[config.mk]
export PLATFORM = sky130hd
export DESIGN_NAME = rvBranchUnit
export DESIGN_NICKNAME = d
export VERILOG_FILES = /design/src/hdl/rvCorePkg.sv /design/src/hdl/rvBranchUnit.sv
export SDC_FILE = /design/constraint.sdc
export NUM_CORES = 1
export LEC_CHECK = 0
export ABC_AREA = 0
export BUFFER_PORTS_ARGS = -buffer_cell sky130_fd_sc_hd__buf_4
export CAP_MARGIN = 0
export CELL_PAD_IN_SITES_DETAIL_PLACEMENT = 1
export CELL_PAD_IN_SITES_GLOBAL_PLACEMENT = 1
export CORE_ASPECT_RATIO = 0.8
export CORE_UTILIZATION = 35
export DETAILED_ROUTE_END_ITERATION = 12
export GPL_ROUTABILITY_DRIVEN = 0
export PLACE_DENSITY = 0.91
export SLEW_MARGIN = 25
export SYNTH_ARGS = -nofsm -noshare
export SYNTH_HDL_FRONTEND = slang
export SYNTH_SLANG_ARGS = --single-unit
[constraint.sdc]
create_clock -name vclk -period 5.16
set_input_delay 1.29 -clock vclk [all_inputs]
set_output_delay 1.29 -clock vclk [all_outputs]
set_load 0.02 [all_outputs]
[src/hdl/rvCorePkg.sv]
// ####################################################################
// rv64 core package with widths, opcodes, control enums and the
// decoded-control and commit-record structs
// ####################################################################
`default_nettype none

package rvCorePkg;

  localparam int XLEN = 64;                    // data width
  localparam int DMEM_BYTES = 2048;            // data memory size, wraps
  localparam int DMEM_AW = $clog2(DMEM_BYTES); // byte index width
  localparam logic [XLEN-1:0] RESET_PC = '0;   // first fetch address
  localparam logic [31:0] EBREAK_INSTR = 32'h0010_0073;

  // major opcodes, instr[6:0]
  typedef enum logic [6:0] {
    opcLui    = 7'b0110111,
    opcAuipc  = 7'b0010111,
    opcJal    = 7'b1101111,
    opcJalr   = 7'b1100111,
    opcOpImm  = 7'b0010011,
    opcOp     = 7'b0110011,
    opcBranch = 7'b1100011,
    opcLoad   = 7'b0000011,
    opcStore  = 7'b0100011,
    opcSystem = 7'b1110011
  } opcode_t;

  typedef enum logic [3:0] {
    aluAdd, aluSub, aluSll, aluSlt, aluSltu, aluXor,
    aluSrl, aluSra, aluOr, aluAnd, aluCopyB, aluMul
  } aluOp_t;

  typedef enum logic [2:0] {extI, extU, extS, extB, extJ, extR} extOp_t; // extR: no imm

  typedef enum logic {srcPc, srcRs1} srcA_t;
  typedef enum logic [1:0] {srcRs2, srcImm, srcFour} srcB_t;

  typedef enum logic [3:0] {
    brNone, brJal, brJalr, brEq, brNe, brLt, brGe, brLtu, brGeu
  } branchOp_t;

  // {unsigned, size}, same layout as load funct3
  typedef enum logic [2:0] {
    memByte  = 3'b000, memHalf  = 3'b001, memWord  = 3'b010, memDouble  = 3'b011,
    memByteU = 3'b100, memHalfU = 3'b101, memWordU = 3'b110, memDoubleU = 3'b111
  } memOp_t;

  typedef enum logic [1:0] {haltNone, haltEbreak, haltIllegal} haltCause_t;

  typedef struct packed {
    srcA_t      srcA;
    srcB_t      srcB;
    aluOp_t     aluOp;
    extOp_t     extOp;
    branchOp_t  branchOp;
    memOp_t     memOp;
    logic       memRead;
    logic       memWrite;
    logic       memToReg;  // writeback from load data
    logic       regWrite;
    logic       halt;
    haltCause_t haltCause;
  } ctrl_t;

  // one record per retired instruction
  typedef struct packed {
    logic            valid;
    logic [XLEN-1:0] pc;
    logic [31:0]     instr;
    logic [4:0]      rdAddr;
    logic            rdWrite;
    logic [XLEN-1:0] rdData;
    logic [XLEN-1:0] nextPc;
    logic            memWrite;
    logic [XLEN-1:0] memAddr;
    logic [XLEN-1:0] memData;
  } retire_t;

endpackage

`default_nettype wire

[src/hdl/rvBranchUnit.sv]
// ####################################################################
// branch decision and next-pc select for branches and jumps
// ####################################################################
`timescale 1ns/100ps
`default_nettype none

module rvBranchUnit (
  input  rvCorePkg::branchOp_t branchOp,
  input  logic                 zero,
  input  logic                 less,
  input  logic [63:0]          pc,
  input  logic [63:0]          imm,
  input  logic [63:0]          rs1,
  output logic [63:0]          nextPc
);
  import rvCorePkg::*;

  logic        taken;
  logic [63:0] jalrSum;

  always_comb begin
    case (branchOp)
      brEq, brJal: taken = (branchOp == brJal) || zero;
      brNe:        taken = !zero;
      brLt, brLtu: taken = less;   // signedness set by alu op
      brGe, brGeu: taken = !less;
      default:     taken = 1'b0;   // none, jalr
    endcase
  end

  assign jalrSum = rs1 + imm;

  always_comb begin
    if (branchOp == brJalr) nextPc = {jalrSum[63:1], 1'b0};
    else if (taken)         nextPc = pc + imm;
    else                    nextPc = pc + 64'd4;
  end

endmodule

`default_nettype wire

==> results.yml, run 1 <==
synthesis:
  yosys.area.top_type: "ha_1"
  syn_nets: 1788
  syn_area_sq_mm: 0.00967
  syn_area_per_cell_sq_um: 6.62
  synthTopCellsByCount: "a21oi_1 (176), nand2_1 (157), ha_1 (126)"
  synthTopCellsByArea: "ha_1 (16%), a21oi_1 (9.1%), xnor2_1 (8.7%)"
  yosysUniqueCellTypes: 81
  syn-instance-count: 1462
  ys_seq_area_share_pct: 0
  synth_most_common_cell: "a21oi_1"
  yosys_warnings: 0
  yosys.area.top_type_share_pct: 16.3
global_routing:
  grt_max_degree: 56
  grt-ovfl-total: 112
  grt_usage_pct: 79.1
placed_design:
  place_area_sq_mm: 0.0151
  portBuffers: 262
  dp.cells: 2437
  pre_cts_slack_ns: -0.917
  dp_hpwl_um: 52200
die:
  start_util_pct: 35.5
  fp.dieW_um: 188
  io_pins: 262
  die_height_um: 151
  placementRows: 54
clock_tree:
  hold_buffers: 0
timing:
  worst_endpoint_kind: "primary output"
  grt_worst_setup_endpoint: "nextPc[59]"
run_status:
  haltStage: "global routing (5_1_grt)"
  error: "[ERROR GRT-0232] Routing congestion too high. Check the congestion heatmap in the GUI."
  status: "stopped before the end"
-- cells by family after synthesis --
group | synth area share [%]
muxes | 0.427
AOI/OAI and AO/OA | 38.3
buffers and inverters | 4.81
xor gates and xnor gates | 15.5
and+or+nand+nor | 24.3
adders and majority gates | 16.7
-- per-layer routing --
metal  global-route usage (%)  GRT overflow
met3                     63.5             1
met4                     86.1            47
met5                     36.9             1
met2                     97.0            62
met1                     75.8             1
-- metrics by stage --
| step | TNS, ns | util (%) |
|---|---|---|
| 2_1_floorplan | -0.563 | - |
| 3_3_place_gp | -14.00 | 55.5 |
| 3_5_place_dp | -23.36 | 55.5 |
| 4_1_cts | -12.55 | 62.0 |
-- what timing repair did --
action / 4_1_cts
pin swaps: 133
setup endpoints to repair: 50
resized for setup: 285
setup buffers: 56
==> inputs of run 2 (changes only) <==
--- a/config.mk
+++ b/config.mk
@@ -8,13 +8,10 @@
 export ABC_AREA = 0
 export BUFFER_PORTS_ARGS = -buffer_cell sky130_fd_sc_hd__buf_4
 export CAP_MARGIN = 0
-export CELL_PAD_IN_SITES_DETAIL_PLACEMENT = 1
-export CELL_PAD_IN_SITES_GLOBAL_PLACEMENT = 1
-export CORE_ASPECT_RATIO = 0.8
-export CORE_UTILIZATION = 35
+export CORE_UTILIZATION = 40
 export DETAILED_ROUTE_END_ITERATION = 12
 export GPL_ROUTABILITY_DRIVEN = 0
-export PLACE_DENSITY = 0.91
+export PLACE_DENSITY_LB_ADDON = 0.15
 export SLEW_MARGIN = 25
 export SYNTH_ARGS = -nofsm -noshare
 export SYNTH_HDL_FRONTEND = slang
==> constraint.sdc (replaced) <==
create_clock -name vclk -period 6.71
set_input_delay 1.6775 -clock vclk [all_inputs]
set_output_delay 1.6775 -clock vclk [all_outputs]
set_load 0.02 [all_outputs]
==> run 2 against run 1 <==
Compared with the run above: synthesized cell count is the same; area after synthesis is the same; the flow now finishes without violations.
==> results.yml, run 2 <==
placed_design:
  portBuffers: 262
  dp_hpwl_um: 31300
  pre_cts_slack_ns: -0.0280
  place_area_sq_mm: 0.0126
die:
  die_area_sq_mm: 0.0248
  die_height_um: 158
  start_util_pct: 41.0
  placementRows: 56
  fp.dieW_um: 158
  io_pins: 262
  coreArea_sq_mm: 0.0236
pwr:
  leakage_nw: 5.89
  vdd_ir_drop_max_mv: 0.0571
  p_per_area_mw_per_mm2: 107
timing:
  whs_ns: 3.76
  maxSlewViolCount: 0
  fmax_ghz: 0.150
  hold_violations: 0
  fin_setup_tns_ns: 0
  period_needed_ns: 6.67
  grt_setup_unrepaired: "true"
  setup_viol: 0
  period_share_pct: 99.4
  max_slew_margin_pct: 53.0
  final.setup.worst_slack_ns: 0.0381
  tightest_slew_ns: 0.706
layout:
  n_clock_buffer: 0
  fin_util_pct: 54.4
  antennaDiodeCount: 0
  layout_common_cells: "buf_4 (375), a21oi_1 (169), nand2_1 (157)"
  syn_to_final_growth_pct: 32.7
  regArea_sq_um: 0
  final_common_cell: "buf_4"
  stdcell_area_sq_mm: 0.0128
  drive_gt1_share_pct: 25.1
  seq_cell_count: 0
  num-nets-final: 2098
min_path:
  worstHoldPathType: "in -> out"
  hold_depth: 4
  worstHoldStart: "pc[63]"
  min_to: "nextPc[63]"
synthesis:
  synthTopCellsByCount: "a21oi_1 (176), nand2_1 (157), ha_1 (126)"
  ys_seq_area_share_pct: 0
  syn_area_sq_mm: 0.00967
  yosys.area.top_type_share_pct: 16.3
  synth_most_common_cell: "a21oi_1"
  syn_area_per_cell_sq_um: 6.62
  yosys_warnings: 0
  syn-instance-count: 1462
  yosys.area.top_type: "ha_1"
  syn_nets: 1788
  synthTopCellsByArea: "ha_1 (16%), a21oi_1 (9.1%), xnor2_1 (8.7%)"
  yosysUniqueCellTypes: 81
critical_path:
  worst-path-max-fanout: 3
  critPathLaunchType: "input pin"
  crit_path_end_kind: "output pin"
  worstPathRequired_ns: 5.03
  crit_type: "in -> out"
  crit_arrival_ns: 4.99
routing:
  ant_nets: 0
  first_pass_iters: 6
  vias: 12487
  drt-initial-drc-count: 935
  drc: 0
  wl_um: 37200
  avgRoutedWirePerCell_um: 17.8
  viasPerCell: 5.98
global_routing:
  grt_usage_pct: 28.5
  grt_pass1_wl_um: 57100
  first_global_vias: 11377
  grt_max_degree: 60
  grt-ovfl-total: 0
  antenna_found_initial: 0
clock_tree:
  hold_buffers: 0
flow_run:
  cap_violations: 0
run_status:
  status: "finished, final reports clean"
run 2: worst max path at each step:
| stage | to | slack (ns) | from |
|---|---|---|---|
| 3_3_place_gp | nextPc[58] | 0.004 | pc[0] |
| 5_1_grt | nextPc[56] | -0.03 | pc[0] |
| 4_1_cts | nextPc[62] | 0.003 | imm[0] |
| 6_report | nextPc[62] | 0.04 | imm[0] |
| 3_5_place_dp | nextPc[56] | -0.03 | pc[0] |
| 2_1_floorplan | nextPc[60] | 0.19 | pc[0] |
run 2: power breakdown:
part / total, W / leakage (nW) / switching [W] / internal [W]
registers: 0 / 0 / 0 / 0
clock network: 0 / 0 / 0 / 0
logic: 0.00137 / 5.89 / 0.000765 / 0.000606
total: 0.00137 / 5.89 / 0.000765 / 0.000606
run 2: per-layer routing:
metal	GRT usage (%)	vias up	wire, um
met4	4.81	0	584
met3	2.78	38	2960
met1	41.7	5767	17600
met5	0	-	0
met2	45.0	554	16000
li1	-	6128	-
run 2: per-stage QoR:
stage,instances,power (W)
after floorplan,1462,0.000825
after global placement,2083,0.00131
after detailed placement,2083,0.00132
after CTS,2083,0.00133
after global routing,2089,0.00148
final,2089,0.00137
run 2: cell type report:
class / count / area (sq um)
Timing Repair Buffer: 376 / 2840
Fill cell: 2407 / 10800
Multi-Input combinational cell: 1356 / 9460
Tap cell: 319 / 399
Inverter: 38 / 143
run 2: kinds of logic after synthesis:
kind of cell | share of synthesized area, %
AO/OA/AOI/OAI | 38.3
buffers and inverters | 4.81
adder cells (fa/ha/maj) | 16.7
multiplexers | 0.427
XOR/XNOR | 15.5
AND/OR/NAND/NOR | 24.3
run 2: critical path, stage by stage:
cell and delay (ns):
buf_4 0.12, and2_1 0.16, fa_2 0.36, a21oi_2 0.18, o2bb2ai_2 0.11, o31ai_2 0.34, o31ai_4 0.12, buf_12 0.14
a21o_1 0.18, a2111o_1 0.40, nand4_1 0.13, a31oi_2 0.14, buf_4 0.19, o211ai_1 0.19, o211ai_1 0.12, a211o_1 0.27
buf_4 0.17
run 2: what timing repair did:
action,4_1_cts,5_1_grt
gates resized for setup,2,44
setup buffers,0,7
pin swaps,0,21
setup endpoints to repair,3,20
Note: power is estimated with default switching activity, not from simulation.
