`src/hdl/rvCorePkg.sv`:
```
// ####################################################################
// rv64 core package with widths, opcodes, control enums and the
// decoded-control and commit-record structs
// ####################################################################
`default_nettype none

package rvCorePkg;

  localparam int XLEN = 64;                    // data width
  localparam int DMEM_BYTES = 2048;            // data memory size, wraps
  localparam int DMEM_AW = $clog2(DMEM_BYTES); // byte index width
  localparam logic [XLEN-1:0] RESET_PC = '0;   // first fetch address
  localparam logic [31:0] EBREAK_INSTR = 32'h0010_0073;

  // major opcodes, instr[6:0]
  typedef enum logic [6:0] {
    opcLui    = 7'b0110111,
    opcAuipc  = 7'b0010111,
    opcJal    = 7'b1101111,
    opcJalr   = 7'b1100111,
    opcOpImm  = 7'b0010011,
    opcOp     = 7'b0110011,
    opcBranch = 7'b1100011,
    opcLoad   = 7'b0000011,
    opcStore  = 7'b0100011,
    opcSystem = 7'b1110011
  } opcode_t;

  typedef enum logic [3:0] {
    aluAdd, aluSub, aluSll, aluSlt, aluSltu, aluXor,
    aluSrl, aluSra, aluOr, aluAnd, aluCopyB, aluMul
  } aluOp_t;

  typedef enum logic [2:0] {extI, extU, extS, extB, extJ, extR} extOp_t; // extR: no imm

  typedef enum logic {srcPc, srcRs1} srcA_t;
  typedef enum logic [1:0] {srcRs2, srcImm, srcFour} srcB_t;

  typedef enum logic [3:0] {
    brNone, brJal, brJalr, brEq, brNe, brLt, brGe, brLtu, brGeu
  } branchOp_t;

  // {unsigned, size}, same layout as load funct3
  typedef enum logic [2:0] {
    memByte  = 3'b000, memHalf  = 3'b001, memWord  = 3'b010, memDouble  = 3'b011,
    memByteU = 3'b100, memHalfU = 3'b101, memWordU = 3'b110, memDoubleU = 3'b111
  } memOp_t;

  typedef enum logic [1:0] {haltNone, haltEbreak, haltIllegal} haltCause_t;

  typedef struct packed {
    srcA_t      srcA;
    srcB_t      srcB;
    aluOp_t     aluOp;
    extOp_t     extOp;
    branchOp_t  branchOp;
    memOp_t     memOp;
    logic       memRead;
    logic       memWrite;
    logic       memToReg;  // writeback from load data
    logic       regWrite;
    logic       halt;
    haltCause_t haltCause;
  } ctrl_t;

  // one record per retired instruction
  typedef struct packed {
    logic            valid;
    logic [XLEN-1:0] pc;
    logic [31:0]     instr;
    logic [4:0]      rdAddr;
    logic            rdWrite;
    logic [XLEN-1:0] rdData;
    logic [XLEN-1:0] nextPc;
    logic            memWrite;
    logic [XLEN-1:0] memAddr;
    logic [XLEN-1:0] memData;
  } retire_t;

endpackage

`default_nettype wire

```
`src/hdl/rvDecoder.sv`:
```
// ####################################################################
// rv64 instruction decoder, builds the control fields and the
// sign-extended immediate, flags ebreak and illegal encodings
// ####################################################################
`timescale 1ns/100ps
`default_nettype none

module rvDecoder (
  input  logic [31:0]      instr,
  output rvCorePkg::ctrl_t ctrl,
  output logic [63:0]      imm
);
  import rvCorePkg::*;

  opcode_t    opcode;
  logic [2:0] funct3;
  logic [6:0] funct7;
  logic       illegal;  // encoding outside the supported set

  assign opcode = opcode_t'(instr[6:0]);
  assign funct3 = instr[14:12];
  assign funct7 = instr[31:25];

  // shared funct3 map for OP and OP-IMM, alt picks sub/sra
  function automatic aluOp_t f3ToAlu(input logic [2:0] f3, input logic alt);
    case (f3)
      3'b000:  return alt ? aluSub : aluAdd;
      3'b001:  return aluSll;
      3'b010:  return aluSlt;
      3'b011:  return aluSltu;
      3'b100:  return aluXor;
      3'b101:  return alt ? aluSra : aluSrl;
      3'b110:  return aluOr;
      default: return aluAnd;
    endcase
  endfunction

  always_comb begin
    ctrl.srcA      = srcRs1;
    ctrl.srcB      = srcRs2;
    ctrl.aluOp     = aluAdd;
    ctrl.extOp     = extR;
    ctrl.branchOp  = brNone;
    ctrl.memOp     = memOp_t'(funct3);  // only meaningful for loads/stores
    ctrl.memRead   = 1'b0;
    ctrl.memWrite  = 1'b0;
    ctrl.memToReg  = 1'b0;
    ctrl.regWrite  = 1'b0;
    ctrl.halt      = 1'b0;
    ctrl.haltCause = haltNone;
    illegal        = 1'b0;
    case (opcode)
      opcLui: begin
        ctrl.srcB = srcImm; ctrl.extOp = extU; ctrl.aluOp = aluCopyB; ctrl.regWrite = 1'b1;
      end
      opcAuipc: begin
        ctrl.srcA = srcPc; ctrl.srcB = srcImm; ctrl.extOp = extU; ctrl.regWrite = 1'b1;
      end
      opcJal: begin  // alu gives the link pc+4
        ctrl.srcA = srcPc; ctrl.srcB = srcFour; ctrl.extOp = extJ;
        ctrl.branchOp = brJal; ctrl.regWrite = 1'b1;
      end
      opcJalr: begin
        ctrl.srcA = srcPc; ctrl.srcB = srcFour; ctrl.extOp = extI;
        ctrl.branchOp = brJalr; ctrl.regWrite = 1'b1;
        illegal = (funct3 != 3'b000);
      end
      opcOpImm: begin
        ctrl.srcB = srcImm; ctrl.extOp = extI; ctrl.regWrite = 1'b1;
        ctrl.aluOp = f3ToAlu(funct3, (funct3 == 3'b101) && instr[30]);  // addi never subs
        if (funct3 == 3'b001) illegal = (instr[31:26] != 6'b0);
        if (funct3 == 3'b101) illegal = ({instr[31], instr[29:26]} != 5'b0);
      end
      opcOp: begin
        ctrl.regWrite = 1'b1;
        case (funct7)
          7'b0000000: ctrl.aluOp = f3ToAlu(funct3, 1'b0);
          7'b0100000: begin  // sub, sra only
            ctrl.aluOp = f3ToAlu(funct3, 1'b1);
            illegal = (funct3 != 3'b000) && (funct3 != 3'b101);
          end
          7'b0000001: begin  // mul only, rest of M left out
            ctrl.aluOp = aluMul;
            illegal = (funct3 != 3'b000);
          end
          default: illegal = 1'b1;
        endcase
      end
      opcBranch: begin
        ctrl.extOp = extB;
        ctrl.aluOp = funct3[1] ? aluSltu : aluSlt;  // picks the sense of less
        case (funct3)
          3'b000:  ctrl.branchOp = brEq;
          3'b001:  ctrl.branchOp = brNe;
          3'b100:  ctrl.branchOp = brLt;
          3'b101:  ctrl.branchOp = brGe;
          3'b110:  ctrl.branchOp = brLtu;
          3'b111:  ctrl.branchOp = brGeu;
          default: illegal = 1'b1;
        endcase
      end
      opcLoad: begin
        ctrl.srcB = srcImm; ctrl.extOp = extI; ctrl.memRead = 1'b1;
        ctrl.memToReg = 1'b1; ctrl.regWrite = 1'b1;
        illegal = (funct3 == 3'b111);  // no ldu
      end
      opcStore: begin
        ctrl.srcB = srcImm; ctrl.extOp = extS; ctrl.memWrite = 1'b1;
        illegal = funct3[2];
      end
      opcSystem: begin
        if (instr == EBREAK_INSTR) begin
          ctrl.halt = 1'b1; ctrl.haltCause = haltEbreak;
        end else begin
          illegal = 1'b1;  // ecall, csr
        end
      end
      default: illegal = 1'b1;
    endcase
    if (illegal) begin  // squash all side effects
      ctrl.regWrite = 1'b0; ctrl.memWrite = 1'b0; ctrl.memRead = 1'b0;
      ctrl.memToReg = 1'b0; ctrl.branchOp = brNone;
      ctrl.halt = 1'b1; ctrl.haltCause = haltIllegal;
    end
  end

  always_comb begin
    case (ctrl.extOp)
      extI:    imm = {{52{instr[31]}}, instr[31:20]};
      extU:    imm = {{32{instr[31]}}, instr[31:12], 12'b0};
      extS:    imm = {{52{instr[31]}}, instr[31:25], instr[11:7]};
      extB:    imm = {{52{instr[31]}}, instr[7], instr[30:25], instr[11:8], 1'b0};
      extJ:    imm = {{44{instr[31]}}, instr[19:12], instr[20], instr[30:21], 1'b0};
      default: imm = '0;  // R type
    endcase
  end

  // stores never write back, across every opcode path and the illegal squash
  always_comb begin
    assert (!(ctrl.memWrite && ctrl.regWrite))
      else $error("decoder: store with register writeback, instr %h", instr);
  end

endmodule

`default_nettype wire

```
`config.mk`:
```
export PLATFORM = sky130hd
export DESIGN_NAME = rvDecoder
export DESIGN_NICKNAME = d
export VERILOG_FILES = /design/src/hdl/rvCorePkg.sv /design/src/hdl/rvDecoder.sv
export SDC_FILE = /design/constraint.sdc
export NUM_CORES = 1
export LEC_CHECK = 0
export BUFFER_PORTS_ARGS = -buffer_cell sky130_fd_sc_hd__buf_2
export CORE_ASPECT_RATIO = 1.25
export CORE_MARGIN = 1
export CORE_UTILIZATION = 39
export DETAILED_ROUTE_END_ITERATION = 8
export PLACE_DENSITY = 0.87
export SYNTH_ARGS = -nofsm -noshare
export SYNTH_HDL_FRONTEND = slang
export SYNTH_SLANG_ARGS = --single-unit
export TNS_END_PERCENT = 1
```
`constraint.sdc`:
```
create_clock -name vclk -period 4.2
set_clock_uncertainty 0.15 [all_clocks]
set_input_delay 0.21 -clock vclk [all_inputs]
set_output_delay 0.21 -clock vclk [all_outputs]
set_load 0.02 [all_outputs]
```
After elaboration in Yosys (flattened, before gate mapping)
Index checks and enable logic that the tools add are counted.
Word-level totals
  input port bits: 32
  bits in registers: 0
  output and inout bits: 88
  word-level logic and storage cells: 68
Cells by class
  multiplexer cells: 27
  reductions and logical operators: 16
  eq/ne operators: 25
Operators with widths (count)
  64-bit case mux with 5 select lines: 1
  4-bit case mux with 7 select lines: 3
  32-bit by 21-bit == test with 1-bit output, second input constant: 1
  7-bit by 6-bit == test with 1-bit output, second input constant: 4
  7-bit == test, second input constant: 4
  4-bit case mux with 3 select lines: 2
  4-bit case mux with 6 select lines: 1
  4-bit case mux with 4 select lines: 1
  3-bit == test, second input constant: 5
  3-bit case mux with 5 select lines: 1
  7-bit by 5-bit == test with 1-bit output, second input constant: 2
  3-bit by 2-bit == test with 1-bit output, second input constant: 4
  1-bit two-way mux: 10
  3-bit two-way mux: 3
  3-bit OR reduction: 3
  1-bit case mux with 8 select lines: 1
  7-bit by 1-bit == test with 1-bit output, second input constant: 1
  7-bit by 2-bit == test with 1-bit output, second input constant: 1
  7-bit logical NOT: 1
  7-bit two-way mux: 1
  7-bit OR reduction: 1
  3-bit by 1-bit == test with 1-bit output, second input constant: 2
  3-bit logical NOT: 2
  6-bit nonzero test: 1
  10 further kinds: 12

Logic depth before layout (Yosys ltp)
  depth in word-level cells: 5
  gate-level depth with buffers: 8
  mapped depth without buffers: 5

Worst setup path before layout
OpenSTA, ideal clock, no wires.
  kind: input to output
  start point: input port instr[2]
  end point: output port imm[32]
  data required time: 3.840 ns
  arrival: 3.634 ns
  stages: 5
  slack: 0.206 ns
  buffers on the path: 2
  cell sequence: clkbuf_1 > o21ai_0 > a211o_1 > a21boi_0 > buf_4
RTL lines
  start, declared: line rvDecoder.sv:9  | input logic [31:0] instr,
  end, declared: line rvDecoder.sv:11  | output logic [63:0] imm

==> flow_summary.json <==
{
  "crit_start": "instr[26]",
  "syn_to_final_growth_pct": 25.0,
  "start_util_pct": 42.4,
  "n_fill_cell": 321,
  "hold_class": "in2out",
  "synth_area_leader_cell": "buf_4",
  "period_minus_slack_ps": 2630,
  "worstSetupPathType": "in2out",
  "rsz0062_at_grt": "false",
  "cts_setup_buffers": 0,
  "hold_buffers": 0,
  "worst_hold_slack_ps": 600,
  "syn_area_um2": 1280,
  "vias": 1765,
  "hold_viol": 0,
  "num_rows": 22,
  "drive_gt1_share_pct": 46.4,
  "dp_hpwl_um": 3470,
  "irDropWorstVdd_mv": 0.0484,
  "cp-start-kind": "input pin",
  "fin_tns_setup_ps": 0,
  "mostFrequentLayoutCell": "buf_2",
  "ios": 120,
  "grt_usage_pct": 22.8,
  "slew_viol_final": 0,
  "ff_latch_area_um2": 0,
  "path_max_fanout": 6,
  "dieArea_um2": 3530,
  "critical_path_arrival_ps": 2270,
  "grt_pass1_wl_um": 6330,
  "design.core.area_um2": 3030,
  "run_status": "completed",
  "post-route-period-util_pct": 62.6,
  "ys_seq_area_share_pct": 0,
  "synthCells": 207,
  "place.gp.congestion": 0.925,
  "grt-ovfl-total": 0,
  "fmax_ghz": 0.380,
  "worstSetupEndpointType": "output port",
  "post_dp_cell_area_um2": 1610,
  "drtIter0Drc": 75,
  "ys_warn_count": 0,
  "antenna_cells": 0,
  "dr.pass1.iters": 4,
  "final_cell_mix": "buf_2, a21o_1, nand2_1, nor2_1, a21oi_1",
  "dp_worst_setup_slack_ps": 1590,
  "grt_pass1_vias": 1424,
  "crit_end": "ctrl[17]",
  "design.seq.count": 0,
  "synth_cell_types": 46,
  "synth.net_count": 239,
  "wl_per_cell_um": 14.0,
  "setup_viol": 0,
  "powerDensity_nw_per_um2": 72.2,
  "antenna_found_initial": 0,
  "wirelength_um": 4380,
  "numPortBuffers": 120,
  "grt_max_degree": 34,
  "die_h_um": 66.2,
  "synth_top_area_share_pct": 21.6,
  "antenna_left": 0,
  "synth.area.top_cells": "buf_4, a21o_1, a21oi_1, nand2_1, nor2_1",
  "cts.repair.resized": 0,
  "utilization_pct": 53.1,
  "drc": 0,
  "die_w_um": 53.3,
  "synth_area_per_cell_um2": 6.21,
  "clkbuf_count": 0,
  "nets": 310,
  "setup_ws_ps": 1570,
  "tightest_slew_ps": 1140,
  "maxCapViolCount": 0,
  "postLayoutCellArea_um2": 1610,
  "avgViaCountPerCell": 5.66,
  "worstPathRequired_ps": 3840,
  "slew_headroom_pct": 23.5,
  "power_leakage_nw": 1.08
}
-- area by class of cell --
| cell class | instances | area [um^2] | area share, % |
|---|---|---|---|
| tap | 36 | 45.0 | 2.80 |
| inverter | 8 | 30.0 | 1.87 |
| timing repair buffer | 121 | 608 | 37.9 |
| multi-input combinational | 147 | 923 | 57.5 |
-- metal layers --
| layer | GRT usage, % | share of wire (%) |
|---|---|---|
| met5 | 0 | 0 |
| met2 | 41.9 | 52 |
| met3 | 2.07 | 8.5 |
| met1 | 28.3 | 39 |
| met4 | 2.63 | 0.30 |
-- critical path, stage by stage --
cell	delay, ps
buf_2	110
or4_1	620
or3_4	400
o31a_1	240
or4_1	390
o2111ai_1	90
buf_2	200
-- kinds of logic after synthesis --
| family | Yosys count | synth area share, % |
|---|---|---|
| AOI/OAI and AO/OA | 64 | 35.6 |
| xor gates and xnor gates | 1 | 0.682 |
| muxes | 1 | 0.779 |
| buffers and inverters | 60 | 28.6 |
| and+or+nand+nor | 81 | 34.3 |
-- stage by stage --
step	power, mW	cells
3_5_place_dp	0.115	312
6_report	0.116	312
4_1_cts	0.115	312
2_1_floorplan	0.0812	207
5_1_grt	0.125	312
3_3_place_gp	0.112	312
-- synth_stat cells, types with 2 or more instances --
library cell / count
nand3_1: 8
clkbuf_1: 12
o31ai_1: 3
o21ai_0: 7
a21oi_1: 12
and2_1: 7
a22o_1: 4
nor3_1: 5
a211o_1: 3
nand2_1: 15
inv_1: 8
a21o_1: 18
or4_1: 3
buf_4: 37
buf_2: 3
nand2b_1: 5
nor2_1: 15
a22oi_1: 2
nor3b_1: 2
or3_1: 6
a21o_2: 2
nor4_1: 6
-- where the power goes --
| part | internal, mW | leakage [nW] | switching [mW] |
|---|---|---|---|
| clock | 0 | 0 | 0 |
| sequential | 0 | 0 | 0 |
| combinational | 0.0396 | 1.08 | 0.0763 |
| total | 0.0396 | 1.08 | 0.0763 |
-- worst min-delay path by stage --
stage / startpoint / endpoint / slack, ps / cells past startpoint
finish: instr[19] / imm[19] / 600 / 3
global route: instr[17] / imm[17] / 610 / 3
CTS: instr[15] / imm[15] / 600 / 3
detailed placement: instr[19] / imm[19] / 600 / 3
global placement: instr[19] / imm[19] / 590 / 3
floorplan: instr[12] / ctrl[7] / 380 / 1
No activity file was read; power rests on OpenSTA's default activity.
